## config.mk

```make
export PLATFORM = sky130hd
export DESIGN_NAME = eegFirFilter
export DESIGN_NICKNAME = d
export VERILOG_FILES = /design/src/eegFirPkg.sv /design/src/eegFirFilter.sv /design/src/firEgress.sv /design/src/firIngress.sv /design/src/firTap.sv
export SDC_FILE = /design/constraint.sdc
export NUM_CORES = 2
export LEC_CHECK = 0
export BUFFER_PORTS_ARGS = -buffer_cell sky130_fd_sc_hd__buf_2
export CAP_MARGIN = 0
export CELL_PAD_IN_SITES_DETAIL_PLACEMENT = 1
export CELL_PAD_IN_SITES_GLOBAL_PLACEMENT = 1
export CORE_ASPECT_RATIO = 0.5
export CORE_UTILIZATION = 55
export CTS_CLUSTER_DIAMETER = 60
export DETAILED_ROUTE_END_ITERATION = 6
export PLACE_DENSITY_LB_ADDON = 0.12
export SKIP_LAST_GASP = 1
export SYNTH_ARGS = -nofsm -noshare
export SYNTH_HDL_FRONTEND = slang
export SYNTH_SLANG_ARGS = --single-unit
```

## constraint.sdc

```tcl
create_clock -name clk -period 11.3 [get_ports clk]
set_input_delay 1.695 -clock clk [delete_from_list [all_inputs] [get_ports clk]]
set_output_delay 1.695 -clock clk [all_outputs]
set_load 0.02 [all_outputs]
```

## src/eegFirPkg.sv

```systemverilog
// Shared types, widths and default weights for the EEG FIR filter; compile before any module.
`default_nettype none

package eegFirPkg;

    // ==========================================================
    // Arithmetic widths
    // ==========================================================

    localparam int SampleWidth = 12;
    localparam int WeightWidth = 12;
    localparam int ProductWidth = SampleWidth + WeightWidth;

    // Headroom for the sum of all 17 products.
    localparam int AccWidth = 29;

    localparam int NumTaps = 17;

    typedef logic signed [SampleWidth-1:0] sample_t;
    typedef logic signed [WeightWidth-1:0] weight_t;
    typedef logic signed [ProductWidth-1:0] product_t;
    typedef logic signed [AccWidth-1:0] acc_t;

    // Element k holds the weight of tap k.
    typedef weight_t [NumTaps-1:0] weightArray_t;

    // ==========================================================
    // Low-pass weights
    // ==========================================================

    // Symmetric about tap 8.
    localparam weightArray_t DefaultWeights = {
        weight_t'(-5),
        weight_t'(-30),
        weight_t'(-86),
        weight_t'(-151),
        weight_t'(-157),
        weight_t'(-41),
        weight_t'(45),
        weight_t'(404),
        weight_t'(249),
        weight_t'(404),
        weight_t'(45),
        weight_t'(-41),
        weight_t'(-157),
        weight_t'(-151),
        weight_t'(-86),
        weight_t'(-30),
        weight_t'(-5)
    };

    // ==========================================================
    // Stream beats
    // ==========================================================

    // Input beat, one EEG sample.
    typedef struct packed {
        logic valid;
        sample_t sample;
    } sampleBeat_t;

    // Output beat.
    // settled is high once the window holds no reset zeros.
    typedef struct packed {
        logic valid;
        logic settled;
        acc_t sum;
    } filterBeat_t;

endpackage

`default_nettype wire

```

## src/eegFirFilter.sv

```systemverilog
// Top level of the streaming EEG FIR low-pass filter; one sample in and one sum out per beat.
`default_nettype none
`timescale 1ns/1ps

module eegFirFilter #(
    parameter eegFirPkg::weightArray_t Weights = eegFirPkg::DefaultWeights
) (
    input logic clk,
    input logic reset,
    input eegFirPkg::sampleBeat_t sampleIn,
    output eegFirPkg::filterBeat_t filterOut
);

    import eegFirPkg::*;

    sample_t tapSample;
    logic productStrobe;
    logic sumStrobe;

    // Entry k is the output of tap k.
    // Entry NumTaps feeds the last tap.
    acc_t partialChain [0:NumTaps];

    // ==========================================================
    // Ingress
    // ==========================================================

    firIngress uIngress (
        .clk(clk),
        .reset(reset),
        .sampleIn(sampleIn),
        .tapSample(tapSample),
        .productStrobe(productStrobe),
        .sumStrobe(sumStrobe)
    );

    // ==========================================================
    // Tap chain
    // ==========================================================

    // Nothing precedes the last tap.
    assign partialChain[NumTaps] = '0;

    // Sums flow from the last tap down to tap 0.
    for (genvar k = 0; k < NumTaps; k++)
    begin : gTap
        firTap #(
            .Weight(Weights[k])
        ) uTap (
            .clk(clk),
            .reset(reset),
            .tapSample(tapSample),
            .productStrobe(productStrobe),
            .sumStrobe(sumStrobe),
            .partialIn(partialChain[k+1]),
            .partialOut(partialChain[k])
        );
    end

    // ==========================================================
    // Egress
    // ==========================================================

    firEgress #(
        .NumTaps(NumTaps)
    ) uEgress (
        .clk(clk),
        .reset(reset),
        .sumStrobe(sumStrobe),
        .partialOut(partialChain[0]),
        .filterOut(filterOut)
    );

endmodule

`default_nettype wire

```

## src/firEgress.sv

```systemverilog
// Output stage of the FIR filter; registers the final sum and flags a filled window.
`default_nettype none
`timescale 1ns/1ps

module firEgress #(
    parameter int NumTaps = 17
) (
    input logic clk,
    input logic reset,
    input logic sumStrobe,
    input eegFirPkg::acc_t partialOut,
    output eegFirPkg::filterBeat_t filterOut
);

    localparam int CountWidth = $clog2(NumTaps + 1);

    logic [CountWidth-1:0] outCount;
    logic [CountWidth-1:0] countNext;
    logic sumDone;
    logic outValid;
    logic [$bits(partialOut)-1:0] outSum;

    // ==========================================================
    // Window fill counter
    // ==========================================================

    // Saturates at NumTaps.
    always_comb
    begin
        if (sumDone && (outCount != CountWidth'(NumTaps)))
        begin
            countNext = outCount + 1'b1;
        end
        else
        begin
            countNext = outCount;
        end
    end

    // Tap 0 loads its sum on sumStrobe.
    // The finished sum is taken one edge later.
    always_ff @(posedge clk)
    begin
        if (reset)
        begin
            sumDone <= 1'b0;
            outCount <= '0;
            outValid <= 1'b0;
        end
        else
        begin
            sumDone <= sumStrobe;
            outCount <= countNext;
            outValid <= sumDone;
        end
    end

    // Last sum stays visible through gaps.
    always_ff @(posedge clk)
    begin
        if (sumDone)
        begin
            outSum <= partialOut;
        end
    end

    assign filterOut.valid = outValid;
    // High from the NumTaps-th output on.
    assign filterOut.settled = (outCount == CountWidth'(NumTaps));
    assign filterOut.sum = outSum;

endmodule

`default_nettype wire

```

## src/firIngress.sv

```systemverilog
// Input stage of the FIR filter; latches each sample beat and paces the tap pipeline.
`default_nettype none
`timescale 1ns/1ps

module firIngress (
    input logic clk,
    input logic reset,
    input eegFirPkg::sampleBeat_t sampleIn,
    output eegFirPkg::sample_t tapSample,
    output logic productStrobe,
    output logic sumStrobe
);

    // ==========================================================
    // Sample register
    // ==========================================================

    // Held across input gaps.
    always_ff @(posedge clk)
    begin
        if (reset)
        begin
            tapSample <= '0;
        end
        else if (sampleIn.valid)
        begin
            tapSample <= sampleIn.sample;
        end
    end

    // ==========================================================
    // Strobes
    // ==========================================================

    // Product stage fires the cycle after a sample lands.
    // Sum stage fires one cycle after that.
    always_ff @(posedge clk)
    begin
        if (reset)
        begin
            productStrobe <= 1'b0;
            sumStrobe <= 1'b0;
        end
        else
        begin
            productStrobe <= sampleIn.valid;
            sumStrobe <= productStrobe;
        end
    end

endmodule

`default_nettype wire

```

## src/firTap.sv

```systemverilog
// One transposed-form FIR tap; chained by the top level from the last tap down to tap 0.
`default_nettype none
`timescale 1ns/1ps

module firTap #(
    parameter eegFirPkg::weight_t Weight = '0
) (
    input logic clk,
    input logic reset,
    input eegFirPkg::sample_t tapSample,
    input logic productStrobe,
    input logic sumStrobe,
    input eegFirPkg::acc_t partialIn,
    output eegFirPkg::acc_t partialOut
);

    import eegFirPkg::*;

    product_t product;

    // ==========================================================
    // Weighted product
    // ==========================================================

    always_ff @(posedge clk)
    begin
        if (reset)
        begin
            product <= '0;
        end
        else if (productStrobe)
        begin
            product <= product_t'(tapSample) * product_t'(Weight);
        end
    end

    // ==========================================================
    // Partial sum
    // ==========================================================

    // partialIn still holds the previous sample's sum from the next tap
    // when this register loads.
    always_ff @(posedge clk)
    begin
        if (reset)
        begin
            partialOut <= '0;
        end
        else if (sumStrobe)
        begin
            partialOut <= acc_t'(product) + partialIn;
        end
    end

endmodule

`default_nettype wire

```

After elaboration in Yosys (flattened, before gate mapping):

Index checks and enable logic that the tools add are counted.

* $add $sub $neg: 17
* multipliers: 9
* divide/modulo/power cells: 0
* $lt $le $gt $ge: 0
* equality and inequality tests: 2
* shift operators: 0
* multiplexer cells: 0
* bitwise operators: 0
* reduce and logical (&&, ||, !) cells: 1

Operators with widths (number)
* adder 21 x 29 -> 29 bit: 5
* adder 19 x 29 -> 29 bit: 4
* multiplier 12 x 9 -> 21 bit, second input constant: 3
* adder 20 x 29 -> 29 bit: 2
* adder 22 x 29 -> 29 bit: 2
* multiplier 12 x 7 -> 19 bit, second input constant: 3
* adder 16 x 29 -> 29 bit: 1
* adder 18 x 29 -> 29 bit: 1
* multiplier 12 x 8 -> 20 bit, second input constant: 1
* adder 18 x 16 -> 19 bit: 1
* multiplier 12 x 5 -> 17 bit, second input constant: 1
* multiplier 12 x 4 -> 16 bit, second input constant: 1
* adder 5 x 1 -> 5 bit, second input constant: 1
* equality test 5 bit, second input constant: 1
* != test 5 bit, second input constant: 1
* logical AND 1 bit: 1

* register bits: 703
* bits in latches: 0
* bits in writable memories: 0
* ROM bits: 0
* input port bits: 15
* output and inout bits: 31
* logic and storage cells: 62
* memories: 0

Logic depth before layout (Yosys ltp):

* word-level depth: 2
* mapped depth: 20
* gate-level depth less buffers: 20

By module:

Synthesis repeated with hierarchy kept, for this count alone.

* cell total of the unflattened synthesis: 9755
* area total of the unflattened synthesis: 85268.0 um^2

Modules (own cells, without submodules)
* firTap (gTap[7].uTap ...): instances 2, cells each 586, area each 4976.0 um^2, seq. area each 980.9 um^2
* firTap (gTap[3].uTap): instances 1, cells each 632, area each 5614.1 um^2, seq. area each 1001.0 um^2
* firTap (gTap[13].uTap): instances 1, cells each 615, area each 5530.3 um^2, seq. area each 1001.0 um^2
* firTap (gTap[8].uTap): instances 1, cells each 628, area each 5479.0 um^2, seq. area each 1001.0 um^2
* firTap (gTap[5].uTap): instances 1, cells each 627, area each 5413.9 um^2, seq. area each 960.9 um^2
* firTap (gTap[12].uTap): instances 1, cells each 606, area each 5410.2 um^2, seq. area each 1001.0 um^2
* firTap (gTap[11].uTap): instances 1, cells each 625, area each 5358.9 um^2, seq. area each 960.9 um^2
* firTap (gTap[4].uTap): instances 1, cells each 598, area each 5300.1 um^2, seq. area each 1001.0 um^2
* firTap (gTap[14].uTap): instances 1, cells each 566, area each 4848.4 um^2, seq. area each 960.9 um^2
* firTap (gTap[10].uTap): instances 1, cells each 562, area each 4759.6 um^2, seq. area each 960.9 um^2
* firTap (gTap[6].uTap): instances 1, cells each 560, area each 4748.3 um^2, seq. area each 960.9 um^2
* firTap (gTap[2].uTap): instances 1, cells each 538, area each 4708.3 um^2, seq. area each 960.9 um^2
* firTap (gTap[0].uTap): instances 1, cells each 518, area each 4426.7 um^2, seq. area each 900.9 um^2
* firTap (gTap[16].uTap): instances 1, cells each 472, area each 4202.8 um^2, seq. area each 900.9 um^2
* +5 rows

Worst setup path after synthesis:

OpenSTA, ideal clock, no wires.

* kind: register to register
* start: register uIngress.tapSample[5]
* end: register, netlist name gTap[13].uTap.product[20]
* setup time: 0.086 ns
* arrival time: 5.469 ns
* required time: 11.214 ns
* slack: 5.746 ns
* cell stages (with the launch flop): 17
* path buffers: 0
* period minus slack after synthesis: 5.554 ns
* path through: dfxtp_1 -> inv_1 -> ha_1 -> inv_1 -> fa_1 -> fa_1 -> fa_1 -> ha_1 -> ha_1 -> a2111oi_0 -> nor3_1 -> a2111oi_2 -> o21bai_1 -> a21oi_1 -> o21ai_0 -> xnor2_1 -> a211oi_1

* longest elaborated chain between the ends: 1

Ends and longest elaborated chain
* from (decl): line firIngress.sv:9 `output eegFirPkg::sample_t tapSample,`
* from (signal assigned): line firIngress.sv:27 `tapSample <= sampleIn.sample;`
* multiplier 12 x 9 -> 21 bit: line firTap.sv:33 `product <= product_t'(tapSample) * product_t'(Weight);`

No other way between the ends.
A chain may end at the register's enable or synchronous reset.

Worst setup path in the final report:

* start: register uIngress.tapSample[2]
* end: register, netlist name gTap[13].uTap.product[20]

* longest elaborated chain between the ends: 1

Ends and longest elaborated chain (line)
* multiplier 12 x 9 -> 21 bit: firTap.sv:33

No other way between the ends.

==> flow_metrics.env <==
export IMPL_outcome="complete, no violations"
export IMPL_grt_pass1_wl_um=310000
export IMPL_critical_path_arrival_ps=7000
export IMPL_clockBufferDepth=3
export IMPL_post_route_period_util_pct=56.7
export IMPL_grt_max_degree=133
export IMPL_final_area_sq_um=58700
export IMPL_ys_ff_latch=671
export IMPL_fin_crit_ps=6400
export IMPL_viasPerCell=6.38
export IMPL_final_hold_viol_count=0
export IMPL_worstRegToRegCells=20
export IMPL_wl_met1_um=91100
export IMPL_cts_root_buf="clkbuf_16"
export IMPL_synth_cell_area_sq_um=54800
export IMPL_wire_per_inst_um=26.9
export IMPL_setup_viol=0
export IMPL_synth_area_leaders="dfxtp_1, ha_1, fa_1, mux2i_1, xnor2_1"
export IMPL_worstSetupEndpoint="gTap[13].uTap.product[20]"
export IMPL_dr_pass1_iters=6
export IMPL_port_buffers=45
export IMPL_routed_wl_met3_um=21400
export IMPL_finalNetCount=7294
export IMPL_yosys_area_top_type="dfxtp_1"
export IMPL_start_util_pct=55.8
export IMPL_highest_layer="met5"
export IMPL_antenna_found_initial=21
export IMPL_min_path_type="flip-flop to flip-flop"
export IMPL_die_height_um=225
export IMPL_core_sq_um=98200
export IMPL_drc=0
export IMPL_synth_ff_type="dfxtp_1"
export IMPL_ir_worst_vdd_mv=0.156
export IMPL_r2r_end="gTap[13].uTap.product[20]"
export IMPL_path_class="flip-flop to flip-flop"
export IMPL_postSynthAreaPerCell_sq_um=8.61
export IMPL_p_per_area_nw_per_um2=149
export IMPL_maxSlewViolCount=0
export IMPL_syn_nets=7342
export IMPL_cts_buffers=70
export IMPL_holdBufCountCts=0
export IMPL_yosys_warnings=0
export IMPL_die_area_sq_um=101000
export IMPL_clock_sinks=671
export IMPL_layout_drive_gt1_share_pct=4.13
export IMPL_die_w_um=448
export IMPL_p_sw_share_pct=40.3
export IMPL_ioPinCount=46
export IMPL_rsz0062_at_grt="false"
export IMPL_clkSlewWorstSetupHoldPaths_ps=70
export IMPL_dp_hpwl_um=162000
export IMPL_cts_resized=0
export IMPL_synthCells=6362
export IMPL_routed_wl_um=207000
export IMPL_holdPathStages=0
export IMPL_drtIter0Drc=4440
export IMPL_clk_latency_ps=700
export IMPL_netlist_area_leader_share_pct=23.5
export IMPL_ys_async_sr_fraction_pct=0
export IMPL_finClkSkew_ps=46.6
export IMPL_worst_pin_slew_ps=1260
export IMPL_end_kind="flip-flop"
export IMPL_cp_max_fo=11
export IMPL_cts_tree="built"
export IMPL_detail_route_antenna_nets=0
export IMPL_p_comb_share_pct=38.4
export IMPL_ys_types=90
export IMPL_cp_required_ps=11890
export IMPL_p_switching_mw=3.52
export IMPL_fill_cells=11383
export IMPL_vias=49177
export IMPL_post_cts_setup_buffers=0
export IMPL_wl_met2_um=87600
export IMPL_max_freq_ghz=0.156
export IMPL_cp_startpoint="uIngress.tapSample[2]"
export IMPL_grt_pass1_vias=50120
export IMPL_start_kind="flip-flop"
export IMPL_htreeDepth=3
export IMPL_maxSlewHeadroom_pct=13.6
export IMPL_grt_remaining_overflow=0
export IMPL_setup_tns_ps=0
export IMPL_p_leak_nw=27.6
export IMPL_grt_usage_pct=40.6
export IMPL_rrSetupSlack_ps=4900
export IMPL_power_frac_clock_pct=29.4
export IMPL_cap_violations=0
export IMPL_place_area_sq_um=56300
export IMPL_rr_startpoint="uIngress.tapSample[2]"
export IMPL_areaGrowthSynthToFinish_pct=7.22
export IMPL_rows=81
export IMPL_synth_edf_count=29
export IMPL_ys_seq_area_share_pct=25.1
export IMPL_place_congestion=0.994
export IMPL_pwr_share_seq_pct=32.3
export IMPL_intPower_mw=5.21
sequential cells by signal (all words and copies together) (netlist names):
signal / count
uIngress.tapSample: 12
gTap.uTap.partialOut: 470
uEgress.outCount: 5
uEgress.sumDone: 1
uIngress.sumStrobe: 1
uEgress.outSum: 29
uEgress.outValid: 1
gTap.uTap.product: 151
uIngress.productStrobe: 1
placed cells by master, fill, tap and decap left out, types with 199 or more instances in the layout:
| cell type | count |
|---|---|
| ha_1 | 760 |
| fa_1 | 205 |
| a21oi_1 | 479 |
| a21o_1 | 271 |
| o21ai_0 | 401 |
| mux2i_1 | 281 |
| nand2_1 | 448 |
| dfxtp_1 | 639 |
| inv_1 | 436 |
| nor2_1 | 667 |
| xor2_1 | 199 |
| xnor2_1 | 298 |
cells in the mapped netlist, types with 51 or more instances:
master    instances
dfxtp_1         642
nand4_1          54
a211oi_1         82
o21ai_0         401
xor2_1          199
inv_1           437
mux2i_1         281
nor2_1          668
o21a_1           67
ha_1            760
clkbuf_1        181
fa_1            205
nor3_1           93
a31oi_1          51
o21bai_1         57
xnor2_1         298
nand2_1         448
nor2b_1          86
a21oi_1         479
a21o_1          271
nand3_1          81
critical path: stages, from the launching register on:
cell	delay, ps
dfxtp_1	660
inv_1	240
ha_1	450
inv_1	140
ha_1	300
inv_1	50
fa_1	530
inv_1	50
fa_1	480
ha_1	360
fa_1	480
a21oi_1	180
o21bai_1	130
a2111oi_0	690
nor3_1	180
a2111oi_2	480
o21bai_1	130
a21oi_1	240
o21ai_0	150
xnor2_1	150
a211oi_1	220
area by class of cell:
cell class	count	area (sq um)	area share, %
clock buffer	97	2030	3.45
multi-input combinational	5037	38600	65.7
inverter	438	1650	2.80
timing repair buffer	96	631	1.07
clock inverter	29	412	0.701
antenna	6	15.0	0.0256
sequential	671	13700	23.4
tap	1328	1660	2.83
per-stage QoR:
stage	setup slack (ps)	utilization (%)	power [mW]	hold slack, ps	std cells
after floorplan	5750	-	4.87	408	6362
after global placement	5000	57.3	5.93	415	7570
after detailed placement	5040	57.3	6.07	423	7570
after CTS	4970	59.8	8.64	438	7696
after global routing	4480	59.8	9.09	446	7696
final	4900	59.8	8.74	437	7702
kinds of logic (layout without fill, tap and decap cells):
kind of cell    after synthesis  in the layout  share of synthesized area, %
compound gates             1659           1659                          19.1
simple gates               1627           1627                          13.2
fa+ha+maj                   967            967                          24.9
flops                       671            671                          25.1
buf+inv                     654            660                          4.49
xor+xnor                    497            497                          7.95
mux                         287            287                          5.26
other cells                   0              6                             0
power by group through the flow:
| stage | Combinational (mW) | Sequential (mW) | Clock [mW] |
|---|---|---|---|
| floorplan | 2.20 | 2.67 | 0 |
| global placement | 3.10 | 2.84 | 0 |
| detailed placement | 3.23 | 2.84 | 0 |
| CTS | 3.28 | 2.79 | 2.58 |
| global route | 3.61 | 2.81 | 2.67 |
| finish | 3.35 | 2.82 | 2.56 |
worst min-delay path by stage:
stage	start	end	slack, ps
after floorplan	gTap[0].uTap.partialOut[0]	uEgress.outSum[0]	410
after global placement	gTap[0].uTap.partialOut[18]	uEgress.outSum[18]	410
after detailed placement	gTap[0].uTap.partialOut[17]	uEgress.outSum[17]	420
after CTS	gTap[0].uTap.partialOut[19]	uEgress.outSum[19]	440
after global routing	gTap[0].uTap.partialOut[25]	uEgress.outSum[25]	450
final	gTap[0].uTap.partialOut[19]	uEgress.outSum[19]	440
layer usage:
| metal | vias up | track usage [%] |
|---|---|---|
| li1 | 22269 | - |
| met1 | 24711 | 55.6 |
| met2 | 1770 | 61.2 |
| met3 | 413 | 11.8 |
| met4 | 14 | 13.1 |
| met5 | - | 0 |
Note: power is estimated with default switching activity, not from simulation.
